===== config.mk =====
export PLATFORM = sky130hd
export DESIGN_NAME = scoreboard_top
export DESIGN_NICKNAME = d
export VERILOG_FILES = /design/src/fu_pkg.sv /design/src/rename_pkg.sv /design/src/issue_rename.sv /design/src/read_gate.sv /design/src/reg_status.sv /design/src/scoreboard_top.sv /design/src/write_back.sv
export VERILOG_INCLUDE_DIRS = /design/src
export SDC_FILE = /design/constraint.sdc
export NUM_CORES = 1
export LEC_CHECK = 0
export ABC_AREA = 1
export BUFFER_PORTS_ARGS = -buffer_cell sky130_fd_sc_hd__buf_2
export CORE_ASPECT_RATIO = 1.2
export CORE_MARGIN = 1.5
export CORE_UTILIZATION = 30
export DETAILED_ROUTE_END_ITERATION = 8
export PLACE_DENSITY = 0.74
export SLEW_MARGIN = 30
export SYNTH_ARGS = -nofsm -noshare
export SYNTH_HDL_FRONTEND = slang
export SYNTH_SLANG_ARGS = --single-unit

===== constraint.sdc =====
create_clock -name clk -period 2.3 [get_ports clk]
set_input_delay 0.23 -clock clk [delete_from_list [all_inputs] [get_ports clk]]
set_output_delay 0.23 -clock clk [all_outputs]
set_load 0.02 [all_outputs]

===== src/sb_params.svh =====
`ifndef SB_PARAMS_SVH
`define SB_PARAMS_SVH

// Physical registers, register 0 is reserved as "no register"
`define SB_NUM_REG 8

// Architectural tags, tag 0 is reserved as "no tag"
`define SB_NUM_TAG 4

`define SB_NUM_FU 4

`define SB_REG_BIT 16

`endif


===== src/fu_pkg.sv =====
`include "sb_params.svh"

package fu_pkg;

    typedef logic [$clog2(`SB_NUM_FU)-1:0] fu_id_t;

    // One bit per functional unit
    typedef logic [`SB_NUM_FU-1:0] fu_mask_t;

    typedef logic [`SB_REG_BIT-1:0] data_t;

endpackage


===== src/rename_pkg.sv =====
`include "sb_params.svh"

package rename_pkg;

    // Architectural tag number as seen by the issue stage
    typedef logic [$clog2(`SB_NUM_TAG)-1:0] tag_id_t;

    // Physical register number after renaming
    typedef logic [$clog2(`SB_NUM_REG)-1:0] reg_id_t;

    // One bit per physical register
    typedef logic [`SB_NUM_REG-1:0] reg_mask_t;

endpackage


===== src/issue_rename.sv =====
`include "sb_params.svh"

module issue_rename (
    input  logic                                       clk,
    input  logic                                       rst_n,
    input  fu_pkg::fu_mask_t                           fu_available,
    input  logic                                       issue_vld,
    output logic                                       issue_rdy,
    input  fu_pkg::fu_id_t                             issue_fu,
    input  rename_pkg::tag_id_t                        issue_dst_reg,
    input  rename_pkg::tag_id_t                        issue_src_reg0,
    input  rename_pkg::tag_id_t                        issue_src_reg1,
    output rename_pkg::reg_id_t                        issue_dst_reg_rename,
    output rename_pkg::reg_id_t                        issue_src_reg0_rename,
    output rename_pkg::reg_id_t                        issue_src_reg1_rename,
    input  rename_pkg::reg_id_t                        free_reg,
    input  logic                                       free_any,
    output logic                                       alloc_en,
    output rename_pkg::reg_id_t                        old_dst_reg,
    output rename_pkg::reg_id_t [`SB_NUM_TAG-1:0]      cur_tag_map
);

    // Current physical register behind each architectural tag
    rename_pkg::reg_id_t [`SB_NUM_TAG-1:0] tag_map;

    logic dst_used;

    // Tag 0 means the instruction produces no value
    assign dst_used = (issue_dst_reg != '0);

    // A destination-less instruction only needs its FU
    assign issue_rdy = fu_available[issue_fu] && (!dst_used || free_any);

    assign alloc_en = issue_vld && issue_rdy && dst_used;

    // The mapping that the new allocation replaces
    assign old_dst_reg = tag_map[issue_dst_reg];

    assign issue_dst_reg_rename  = dst_used ? free_reg : '0;
    assign issue_src_reg0_rename = tag_map[issue_src_reg0];
    assign issue_src_reg1_rename = tag_map[issue_src_reg1];

    assign cur_tag_map = tag_map;

    always_ff @(posedge clk or negedge rst_n) begin
        if (!rst_n) begin
            tag_map <= '0;
        end else if (alloc_en) begin
            tag_map[issue_dst_reg] <= free_reg;
        end
    end

endmodule


===== src/read_gate.sv =====
`include "sb_params.svh"

module read_gate (
    input  rename_pkg::reg_mask_t                 reg_write_pending,
    input  fu_pkg::fu_mask_t                      fu_read_vld,
    output fu_pkg::fu_mask_t                      fu_read_rdy,
    input  rename_pkg::reg_id_t [`SB_NUM_FU-1:0]  fu_read_reg0,
    input  rename_pkg::reg_id_t [`SB_NUM_FU-1:0]  fu_read_reg1,
    input  rename_pkg::reg_id_t [`SB_NUM_FU-1:0]  fu_write_reg_nxt,
    output fu_pkg::fu_mask_t                      rf_read_vld,
    input  fu_pkg::fu_mask_t                      rf_read_rdy,
    output rename_pkg::reg_id_t [`SB_NUM_FU-1:0]  rf_read_reg0,
    output rename_pkg::reg_id_t [`SB_NUM_FU-1:0]  rf_read_reg1
);

    fu_pkg::fu_mask_t src0_ok;
    fu_pkg::fu_mask_t src1_ok;
    fu_pkg::fu_mask_t hazard_free;

    // A source that is also the FU's own next destination is still readable,
    // as in r3 = r3 + r2, because renaming never hands a pending register to
    // another FU
    for (genvar f = 0; f < `SB_NUM_FU; f++) begin : gen_fu
        assign src0_ok[f] = !reg_write_pending[fu_read_reg0[f]] ||
                            (fu_read_reg0[f] == fu_write_reg_nxt[f]);
        assign src1_ok[f] = !reg_write_pending[fu_read_reg1[f]] ||
                            (fu_read_reg1[f] == fu_write_reg_nxt[f]);
    end

    assign hazard_free = src0_ok & src1_ok;

    // Both directions of the handshake are held while a hazard exists
    assign rf_read_vld = fu_read_vld & hazard_free;
    assign fu_read_rdy = rf_read_rdy & hazard_free;

    assign rf_read_reg0 = fu_read_reg0;
    assign rf_read_reg1 = fu_read_reg1;

endmodule


===== src/reg_status.sv =====
`include "sb_params.svh"

module reg_status (
    input  logic                  clk,
    input  logic                  rst_n,
    input  rename_pkg::reg_mask_t reg_read_pending,
    input  logic                  alloc_en,
    input  rename_pkg::reg_id_t   old_dst_reg,
    input  rename_pkg::reg_mask_t wb_mask,
    output rename_pkg::reg_mask_t reg_write_pending,
    output rename_pkg::reg_id_t   free_reg,
    output logic                  free_any
);

    rename_pkg::reg_mask_t retired;

    // Decoded forms of the register being allocated and the one being replaced
    rename_pkg::reg_mask_t alloc_mask;
    rename_pkg::reg_mask_t old_mask;
    rename_pkg::reg_mask_t retire_mask;

    rename_pkg::reg_mask_t free_vec;

    assign alloc_mask = alloc_en ? (rename_pkg::reg_mask_t'(1) << free_reg) : '0;

    // Not gated by alloc_en, since the free test below feeds issue_rdy and
    // therefore alloc_en itself
    assign old_mask = rename_pkg::reg_mask_t'(1) << old_dst_reg;

    assign retire_mask = alloc_en ? old_mask : '0;

    // The register that the destination tag maps to right now can be reused
    // for the same tag, as nobody else can name it after this issue
    always_comb begin
        free_vec    = ~reg_read_pending & ~reg_write_pending & (retired | old_mask);
        free_vec[0] = 1'b0;
    end

    assign free_any = |free_vec;

    // Lowest-numbered free register wins
    always_comb begin
        free_reg = '0;
        for (int r = `SB_NUM_REG - 1; r > 0; r--) begin
            if (free_vec[r]) begin
                free_reg = rename_pkg::reg_id_t'(r);
            end
        end
    end

    // A new allocation takes priority over a write-back to the same register
    always_ff @(posedge clk or negedge rst_n) begin
        if (!rst_n) begin
            reg_write_pending <= '0;
        end else begin
            reg_write_pending <= (reg_write_pending & ~wb_mask) | alloc_mask;
        end
    end

    // Allocation clears the retired bit even when the allocated register is
    // also the one being replaced
    always_ff @(posedge clk or negedge rst_n) begin
        if (!rst_n) begin
            retired <= '1;
        end else begin
            retired <= (retired | retire_mask) & ~alloc_mask;
        end
    end

endmodule


===== src/scoreboard_top.sv =====
`include "sb_params.svh"

module scoreboard_top (
    input  logic                                  clk,
    input  logic                                  rst_n,

    input  fu_pkg::fu_mask_t                      fu_available,
    input  rename_pkg::reg_mask_t                 reg_read_pending,
    output rename_pkg::reg_mask_t                 reg_write_pending,
    output rename_pkg::reg_id_t [`SB_NUM_TAG-1:0] cur_tag_map,

    // Issue channel, one instruction per cycle
    input  logic                                  issue_vld,
    output logic                                  issue_rdy,
    input  fu_pkg::fu_id_t                        issue_fu,
    input  rename_pkg::tag_id_t                   issue_dst_reg,
    input  rename_pkg::tag_id_t                   issue_src_reg0,
    input  rename_pkg::tag_id_t                   issue_src_reg1,
    output rename_pkg::reg_id_t                   issue_dst_reg_rename,
    output rename_pkg::reg_id_t                   issue_src_reg0_rename,
    output rename_pkg::reg_id_t                   issue_src_reg1_rename,

    // FU reads toward the register file
    input  fu_pkg::fu_mask_t                      fu_read_vld,
    output fu_pkg::fu_mask_t                      fu_read_rdy,
    input  rename_pkg::reg_id_t [`SB_NUM_FU-1:0]  fu_read_reg0,
    input  rename_pkg::reg_id_t [`SB_NUM_FU-1:0]  fu_read_reg1,
    input  rename_pkg::reg_id_t [`SB_NUM_FU-1:0]  fu_write_reg_nxt,
    output fu_pkg::fu_mask_t                      rf_read_vld,
    input  fu_pkg::fu_mask_t                      rf_read_rdy,
    output rename_pkg::reg_id_t [`SB_NUM_FU-1:0]  rf_read_reg0,
    output rename_pkg::reg_id_t [`SB_NUM_FU-1:0]  rf_read_reg1,

    // FU write-backs toward the register file
    input  fu_pkg::fu_mask_t                      fu_write_vld,
    output fu_pkg::fu_mask_t                      fu_write_rdy,
    input  rename_pkg::reg_id_t [`SB_NUM_FU-1:0]  fu_write_reg,
    input  fu_pkg::data_t [`SB_NUM_FU-1:0]        fu_write_data,
    output fu_pkg::fu_mask_t                      rf_write_vld,
    input  fu_pkg::fu_mask_t                      rf_write_rdy,
    output rename_pkg::reg_id_t [`SB_NUM_FU-1:0]  rf_write_reg,
    output fu_pkg::data_t [`SB_NUM_FU-1:0]        rf_write_data
);

    rename_pkg::reg_id_t   free_reg;
    logic                  free_any;
    logic                  alloc_en;
    rename_pkg::reg_id_t   old_dst_reg;
    rename_pkg::reg_mask_t wb_mask;

    issue_rename issue_rename_inst (
        .clk                   (clk),
        .rst_n                 (rst_n),
        .fu_available          (fu_available),
        .issue_vld             (issue_vld),
        .issue_rdy             (issue_rdy),
        .issue_fu              (issue_fu),
        .issue_dst_reg         (issue_dst_reg),
        .issue_src_reg0        (issue_src_reg0),
        .issue_src_reg1        (issue_src_reg1),
        .issue_dst_reg_rename  (issue_dst_reg_rename),
        .issue_src_reg0_rename (issue_src_reg0_rename),
        .issue_src_reg1_rename (issue_src_reg1_rename),
        .free_reg              (free_reg),
        .free_any              (free_any),
        .alloc_en              (alloc_en),
        .old_dst_reg           (old_dst_reg),
        .cur_tag_map           (cur_tag_map)
    );

    reg_status reg_status_inst (
        .clk               (clk),
        .rst_n             (rst_n),
        .reg_read_pending  (reg_read_pending),
        .alloc_en          (alloc_en),
        .old_dst_reg       (old_dst_reg),
        .wb_mask           (wb_mask),
        .reg_write_pending (reg_write_pending),
        .free_reg          (free_reg),
        .free_any          (free_any)
    );

    read_gate read_gate_inst (
        .reg_write_pending (reg_write_pending),
        .fu_read_vld       (fu_read_vld),
        .fu_read_rdy       (fu_read_rdy),
        .fu_read_reg0      (fu_read_reg0),
        .fu_read_reg1      (fu_read_reg1),
        .fu_write_reg_nxt  (fu_write_reg_nxt),
        .rf_read_vld       (rf_read_vld),
        .rf_read_rdy       (rf_read_rdy),
        .rf_read_reg0      (rf_read_reg0),
        .rf_read_reg1      (rf_read_reg1)
    );

    write_back write_back_inst (
        .fu_write_vld  (fu_write_vld),
        .fu_write_rdy  (fu_write_rdy),
        .fu_write_reg  (fu_write_reg),
        .fu_write_data (fu_write_data),
        .rf_write_vld  (rf_write_vld),
        .rf_write_rdy  (rf_write_rdy),
        .rf_write_reg  (rf_write_reg),
        .rf_write_data (rf_write_data),
        .wb_mask       (wb_mask)
    );

endmodule


===== src/write_back.sv =====
`include "sb_params.svh"

module write_back (
    input  fu_pkg::fu_mask_t                      fu_write_vld,
    output fu_pkg::fu_mask_t                      fu_write_rdy,
    input  rename_pkg::reg_id_t [`SB_NUM_FU-1:0]  fu_write_reg,
    input  fu_pkg::data_t [`SB_NUM_FU-1:0]        fu_write_data,
    output fu_pkg::fu_mask_t                      rf_write_vld,
    input  fu_pkg::fu_mask_t                      rf_write_rdy,
    output rename_pkg::reg_id_t [`SB_NUM_FU-1:0]  rf_write_reg,
    output fu_pkg::data_t [`SB_NUM_FU-1:0]        rf_write_data,
    output rename_pkg::reg_mask_t                 wb_mask
);

    fu_pkg::fu_mask_t accepted;

    assign rf_write_vld  = fu_write_vld;
    assign rf_write_reg  = fu_write_reg;
    assign rf_write_data = fu_write_data;
    assign fu_write_rdy  = rf_write_rdy;

    assign accepted = fu_write_vld & rf_write_rdy;

    // Registers whose write completes this cycle, from all FUs together
    always_comb begin
        wb_mask = '0;
        for (int f = 0; f < `SB_NUM_FU; f++) begin
            if (accepted[f]) begin
                wb_mask = wb_mask | (rename_pkg::reg_mask_t'(1) << fu_write_reg[f]);
            end
        end
        // Register 0 is never pending
        wb_mask[0] = 1'b0;
    end

endmodule

---- Word-level counts from Yosys, hierarchy flattened ----
Index checks and enable logic that the tools add are counted.
operators by class
  magnitude comparators ................... 13
  eq/ne operators ......................... 8
  reduce and logical (&&, ||, !) cells .... 24
  shift-type cells ........................ 6
  bitwise logic cells ..................... 18
  muxes and demuxes ....................... 41
operator list
  kind                                                                                 count
  8-bit 2-to-1 mux                                                                     6
  8-bit bitwise OR                                                                     6
  1-bit by 3-bit << shifter with 8-bit output, first input constant                    6
  3-bit 2-to-1 mux                                                                     12
  8-bit bitwise AND                                                                    4
  3-bit by 4-bit < comparator with 1-bit output, second input constant                 8
  8-bit inverter                                                                       4
  1-bit binary-select mux with 3-bit select                                            8
  3-bit == test                                                                        8
  3-bit binary-select mux with 2-bit select                                            3
  4-bit bitwise AND                                                                    4
  12-bit bitwise mux                                                                   1
  2-bit by 3-bit < comparator with 1-bit output, second input constant                 4
  1-bit zero test                                                                      9
  1-bit logical OR                                                                     9
  1-bit 2-to-1 mux                                                                     9
  7-bit OR reduction                                                                   1
  3-bit demux with 2-bit select                                                        1
  1-bit logical AND                                                                    4
  1-bit binary-select mux with 2-bit select                                            1
  2-bit by 1-bit greater-or-equal comparator with 1-bit output, second input constant  1
  2-bit nonzero test                                                                   1
word-level totals
  input port bits ......................... 151
  output and inout port bits .............. 146
  flip-flop bits (word level) ............. 28
  word-level logic and storage cells ...... 116

---- Logic depth before layout (Yosys ltp) ----
  word-level depth ........................ 16
  mapped depth ............................ 18
  depth with buffers taken out ............ 17

---- Cells and area by module ----
Synthesis repeated with hierarchy kept, for this count alone.
second synthesis, totals
  cells, all modules ...................... 670
  area total of the unflattened synthesis .. 3983.8 um^2
modules (own cells, without submodules)
  module        sequential area each (um^2)  area an instance (um^2)  cells each  times used
  read_gate     0.0                          1166.1                   228         1
  write_back    0.0                          1058.5                   189         1
  reg_status    384.1                        935.9                    128         1
  issue_rename  300.3                        823.3                    125         1

---- Worst setup path before layout ----
Ideal clock, no wire load.
  path kind ............................... flip-flop to flip-flop
  from .................................... register issue_rename_inst.tag_map (netlist bit issue_rename_inst.cur_tag_map[9])
  to ...................................... register reg_status_inst.retired[1]
  setup slack ............................. 0.138 ns
  data arrival time ....................... 2.094 ns
  stages on the path, launching flop included .. 13
  buffers on the path ..................... 0
  period minus slack after synthesis ...... 2.162 ns
  setup time .............................. 0.068 ns
  required time ........................... 2.232 ns
  cells stage by stage .................... dfrtp_1 -> nand2_1 -> nand2_1 -> nand2_1 -> nand2_1 -> nand3_1 -> nand2_1 -> nand2_1 -> nand2_2 -> nor2_8 -> a21boi_0 -> nand3_1 -> a21oi_2
on the way
  elaborated cells on any way between the ends .. 23
  those cells by class .................... shift: 2; mux: 11; bitwise: 5; reduce/logical: 5
RTL lines
  what                                                RTL line                            text
  from (decl)                                         issue_rename.sv:24                  rename_pkg::reg_id_t [`SB_NUM_TAG-1:0] tag_map;
  from (signal, indexed assignment)                   issue_rename.sv:49                  tag_map[issue_dst_reg] <= free_reg;
  3-bit binary-select mux with 2-bit select (*)       issue_rename.sv:37                  assign old_dst_reg = tag_map[issue_dst_reg];
  3-bit 2-to-1 mux (implied by the code) (*)          issue_rename.sv:37
  1-bit by 3-bit << shifter with 8-bit output (*)     reg_status.sv:28                    assign old_mask = rename_pkg::reg_mask_t'(1) << old_dst_reg;
  8-bit bitwise OR (*)                                reg_status.sv:35                    free_vec = ~reg_read_pending & ~reg_write_pending & (retired | old_mask);
  8-bit bitwise AND (*)                               reg_status.sv:35
  7-bit OR reduction (*)                              reg_status.sv:39                    assign free_any = |free_vec;
  1-bit logical OR (*)                                issue_rename.sv:32                  assign issue_rdy = fu_available[issue_fu] && (!dst_used || free_any);
  1-bit logical AND (*)                               issue_rename.sv:32
  via issue_rdy                                       scoreboard_top.sv:14                output logic issue_rdy,
  1-bit logical AND (*) (2 in a row)                  issue_rename.sv:34                  assign alloc_en = issue_vld && issue_rdy && dst_used;
  8-bit 2-to-1 mux (on tied branches)                 reg_status.sv:30, reg_status.sv:24
  8-bit bitwise OR or 8-bit inverter (tied branches)  reg_status.sv:66                    retired <= (retired | retire_mask) & ~alloc_mask;
  8-bit bitwise AND (*)                               reg_status.sv:66
  to (signal assigned)                                reg_status.sv:66
  to (decl)                                           reg_status.sv:15                    rename_pkg::reg_mask_t retired;
The timed path passes the listed nets; every way through them passes the cells marked *. The select of a mux whose other input is x is not followed.
A chain may end at the register's enable or synchronous reset.

---- Final worst setup path ----
  from .................................... register issue_rename_inst.tag_map (netlist bit issue_rename_inst.cur_tag_map[5])
  to ...................................... output issue_dst_reg_rename[0]
on the way
  longest elaborated chain between the ends .. 13
ends and longest elaborated chain
  what                                             RTL line              text
  3-bit binary-select mux with 2-bit select (*)    issue_rename.sv:37
  3-bit 2-to-1 mux (implied by the code) (*)       issue_rename.sv:37
  1-bit by 3-bit << shifter with 8-bit output (*)  reg_status.sv:28
  8-bit bitwise OR (*)                             reg_status.sv:35
  8-bit bitwise AND (*)                            reg_status.sv:35
  3-bit 2-to-1 mux (6 in a row)                    reg_status.sv:45      if (free_vec[r]) begin
  3-bit 2-to-1 mux (*)                             reg_status.sv:45
  3-bit 2-to-1 mux (*)                             issue_rename.sv:39    assign issue_dst_reg_rename = dst_used ? free_reg : '0;
  to (decl)                                        scoreboard_top.sv:19  output rename_pkg::reg_id_t issue_dst_reg_rename,
Every way passes the cells marked *; elsewhere a longest branch is shown, timed or not. The select of a mux whose other input is x is not followed.

==> summary.md <==
| Metric | Value |
|---|---|
| Die Width | 107 microns |
| Data required, critical path | 2070 ps |
| CTS Buf Count | 3 |
| Final period util | 96.1% |
| Sink Count | 27 |
| Critical path class | reg -> out |
| R2r setup slk | 280 ps |
| Layout cell share with drive strength beyond 1 | 36.1% |
| Hold wc startpoint | reg_read_pending[1] |
| Synth area leaders | buf_4 (21%), dfrtp_1 (13%), nand2_1 (9.5%) |
| Worst setup SP type | flip-flop |
| Distinct cells, synth | 39 |
| Synth warn | 0 |
| Clock root cell | clkbuf_16 |
| Most common cell after layout, fill and taps aside | buf_2 |
| Cells after DPL | 813 |
| Number of global-route vias before repair | 3604 |
| Post-synth top flop | dfrtp_1 |
| Cell row count | 45 |
| Fraction of registers with async set/reset | 100% |
| Max Slew Vio Count | 0 |
| CTS tree | built |
| EDFF count, synth | 0 |
| Mapped cell area | 3900 sq um |
| Routed len/inst | 14.8 microns |
| Last element of the critical path | issue_dst_reg_rename[0] |
| Final nets | 819 |
| Synth Instances | 607 |
| CTS H-tree depth | 1 |
| Vias per inst | 4.93 |
| Seq cells post-synth | 27 |
| GPL Wtd Cong | 0.921 |
| Largest area contributor in the synthesized netlist | buf_4 |
| Clk_skew | 7.26 ps |
| Critical path's slowest cell | dfrtp_2 |
| Hold slack | 350 ps |
| Reg-to-reg startpoint | issue_rename_inst.cur_tag_map[3] |
| First DRT Iteration DRCs | 270 |
| Slowest stage delay, CP | 420 ps |
| Area Growth Syn to Fin | 10.3% |
| DP Wirelength | 9.66 mm |
| Critical Path Fanout Max | 6 |
| Max transition margin | 49.4% |
| Status | finished clean |
| Initial Util | 30.8% |
| ANT cells | 0 |
| Final std cells w/o fill | 831 |
| Die Ht | 128 microns |
| Die ar. | 13700 sq um |
| Top Ports | 297 |
| Hold Crit Class | in -> reg |
| Slew @ Worst Pin | 750 ps |
| Port bufs | 167 |
| Worst EP arrival | 1980 ps |
| GRT overflow | 0 |
| Post-route ant nets | 0 |
| Worst path most repeated cell | nand2_1 |
| Power, Total | 3900 uW |
| First-pass GRT wire length | 18.2 mm |
| Post-Route WL | 12.3 mm |
| Antenna violations before repair | 0 |
| GRT Util Overall | 16.7% |
| Critical Path Source | issue_rename_inst.cur_tag_map[5] |
| Pre-CTS setup slack | 114 ps |
| Unrepaired setup endpoints after global routing | true |
| Clock transition at the registers of the reported paths | 70 ps |
| Register area share after synthesis | 17.5% |
| Finish-stage setup viols | 0 |
| Final worst slack | 88.6 ps |
| DR pass1 iterations | 5 |
| Static Leakage | 0.00227 uW |
| Layout fillers | 1397 |
| Pwr dens | 908 nW/um^2 |
| DRC Markers | 0 |
| R2R depth | 12 |
| Core ar. | 12700 sq um |
| Max-cap check violation count | 0 |
| Synth top area share | 20.8% |
| Maximum VDD drop | 0.618 mV |
| Syn avg cell area | 6.43 sq um |
| Reg-to-Reg End | reg_status_inst.retired[7] |
| Final Hold Fails | 0 |
| Final min period | 2210 ps |
| Clk Latency, worst-skew pair | 270 ps |
| Deepest clock path buffer count | 2 |
| Pin count of the biggest net entering global routing | 28 |
| Vias | 4094 |
| Post-Syn Nets | 758 |
| Commonest cells after routing, fill and taps aside | buf_2 (164), nand2_1 (97), nor2_1 (77) |
| Critical path cell sequence | nand2_1 > nand2_1 > nand2_1 > nand2_2 > nand3_2 > a21oi_1 > nand2_1 > nand2_1 > nand2_1 > nand2_1 > nand2_2 > a21oi_2 > buf_4 |
| Crit end category | output pin |
| Fmax | 452 MHz |
[worst min-delay path by stage]
stage | end | slack, ps | cells after the start
6_report | reg_status_inst.reg_write_pending[1] | 350 | 4
5_1_grt | reg_status_inst.reg_write_pending[1] | 400 | 4
4_1_cts | reg_status_inst.reg_write_pending[1] | 340 | 4
3_5_place_dp | issue_rename_inst.cur_tag_map[3] | 280 | 1
3_3_place_gp | issue_rename_inst.cur_tag_map[3] | 270 | 1
2_1_floorplan | issue_rename_inst.cur_tag_map[0] | -70 | 0
[power breakdown]
part / switching (uW) / total, uW / internal (uW)
logic: 1620 / 2530 / 914
clock network: 173 / 411 / 238
registers: 253 / 964 / 711
total: 2040 / 3900 / 1860
[per-layer routing]
metal | routed length, microns | global-route usage (%) | vias up
li1 | - | - | 2011
met1 | 4700 | 18.7 | 1868
met2 | 6420 | 31.7 | 182
met3 | 897 | 2.64 | 33
met4 | 247 | 5.41 | 0
met5 | 0 | 0 | -
[metrics by stage]
stage,utilization (%),TNS (ps),area (sq um)
detailed placement,32.0,0,4050
finish,34.0,0,4300
CTS,32.8,0,4150
floorplan,-,0,3900
global route,34.0,-94.1,4300
global placement,32.0,0,4050
[cell usage after synthesis, types with 4 or more instances]
| cell | count |
|---|---|
| o41ai_1 | 4 |
| dfstp_2 | 7 |
| a21oi_1 | 19 |
| buf_4 | 108 |
| nor2_2 | 4 |
| xnor2_1 | 24 |
| buf_6 | 4 |
| nand2_2 | 8 |
| nand3_1 | 32 |
| o211ai_1 | 8 |
| dfrtp_1 | 20 |
| nand4_1 | 11 |
| nor2_1 | 78 |
| o21ai_1 | 14 |
| a211oi_1 | 8 |
| o22ai_1 | 16 |
| clkbuf_1 | 15 |
| inv_1 | 59 |
| o21ai_0 | 37 |
| nand2_1 | 99 |
[worst max-delay path: cells and delay by family, from the launching register on]
| kind | cells | cell delay, ps |
|---|---|---|
| flops | 1 | 420 |
| simple gates | 10 | 790 |
| buf+inv | 1 | 170 |
| compound gates | 2 | 330 |
[state kept, by name, indices dropped and copies added, names as in the netlist]
name                               cells
reg_status_inst.retired                7
reg_status_inst.reg_write_pending      8
issue_rename_inst.cur_tag_map         12
[final cells by class]
type	instances	area (sq um)	area share, %
Multi-Input combinational cell	389	2100	48.9
Timing Repair Buffer	185	981	22.8
Sequential cell	27	699	16.3
Inverter	62	235	5.47
Tap cell	164	205	4.77
Clock buffer	4	78.8	1.83
[kinds of logic (layout without fill, tap and decap cells)]
family                    Yosys count  in the layout  share of synthesized area, %
and+or+nand+nor                   246            246                          29.2
xor gates and xnor gates           24             24                          5.39
AOI/OAI and AO/OA                 119            119                          18.2
DFF                                27             27                          17.5
buffers and inverters             191            251                          29.6
[timing repair]
item | CTS | global route
pin swaps | 0 | 2
cloned | 0 | 0
resized for setup | 8 | 19
hold buffers | 1 | 0
endpoints found under the hold margin | 12 | 0
buffers inserted | 0 | 13
endpoints found under the setup margin | 3 | 4
(Power assumes the default switching activity.)
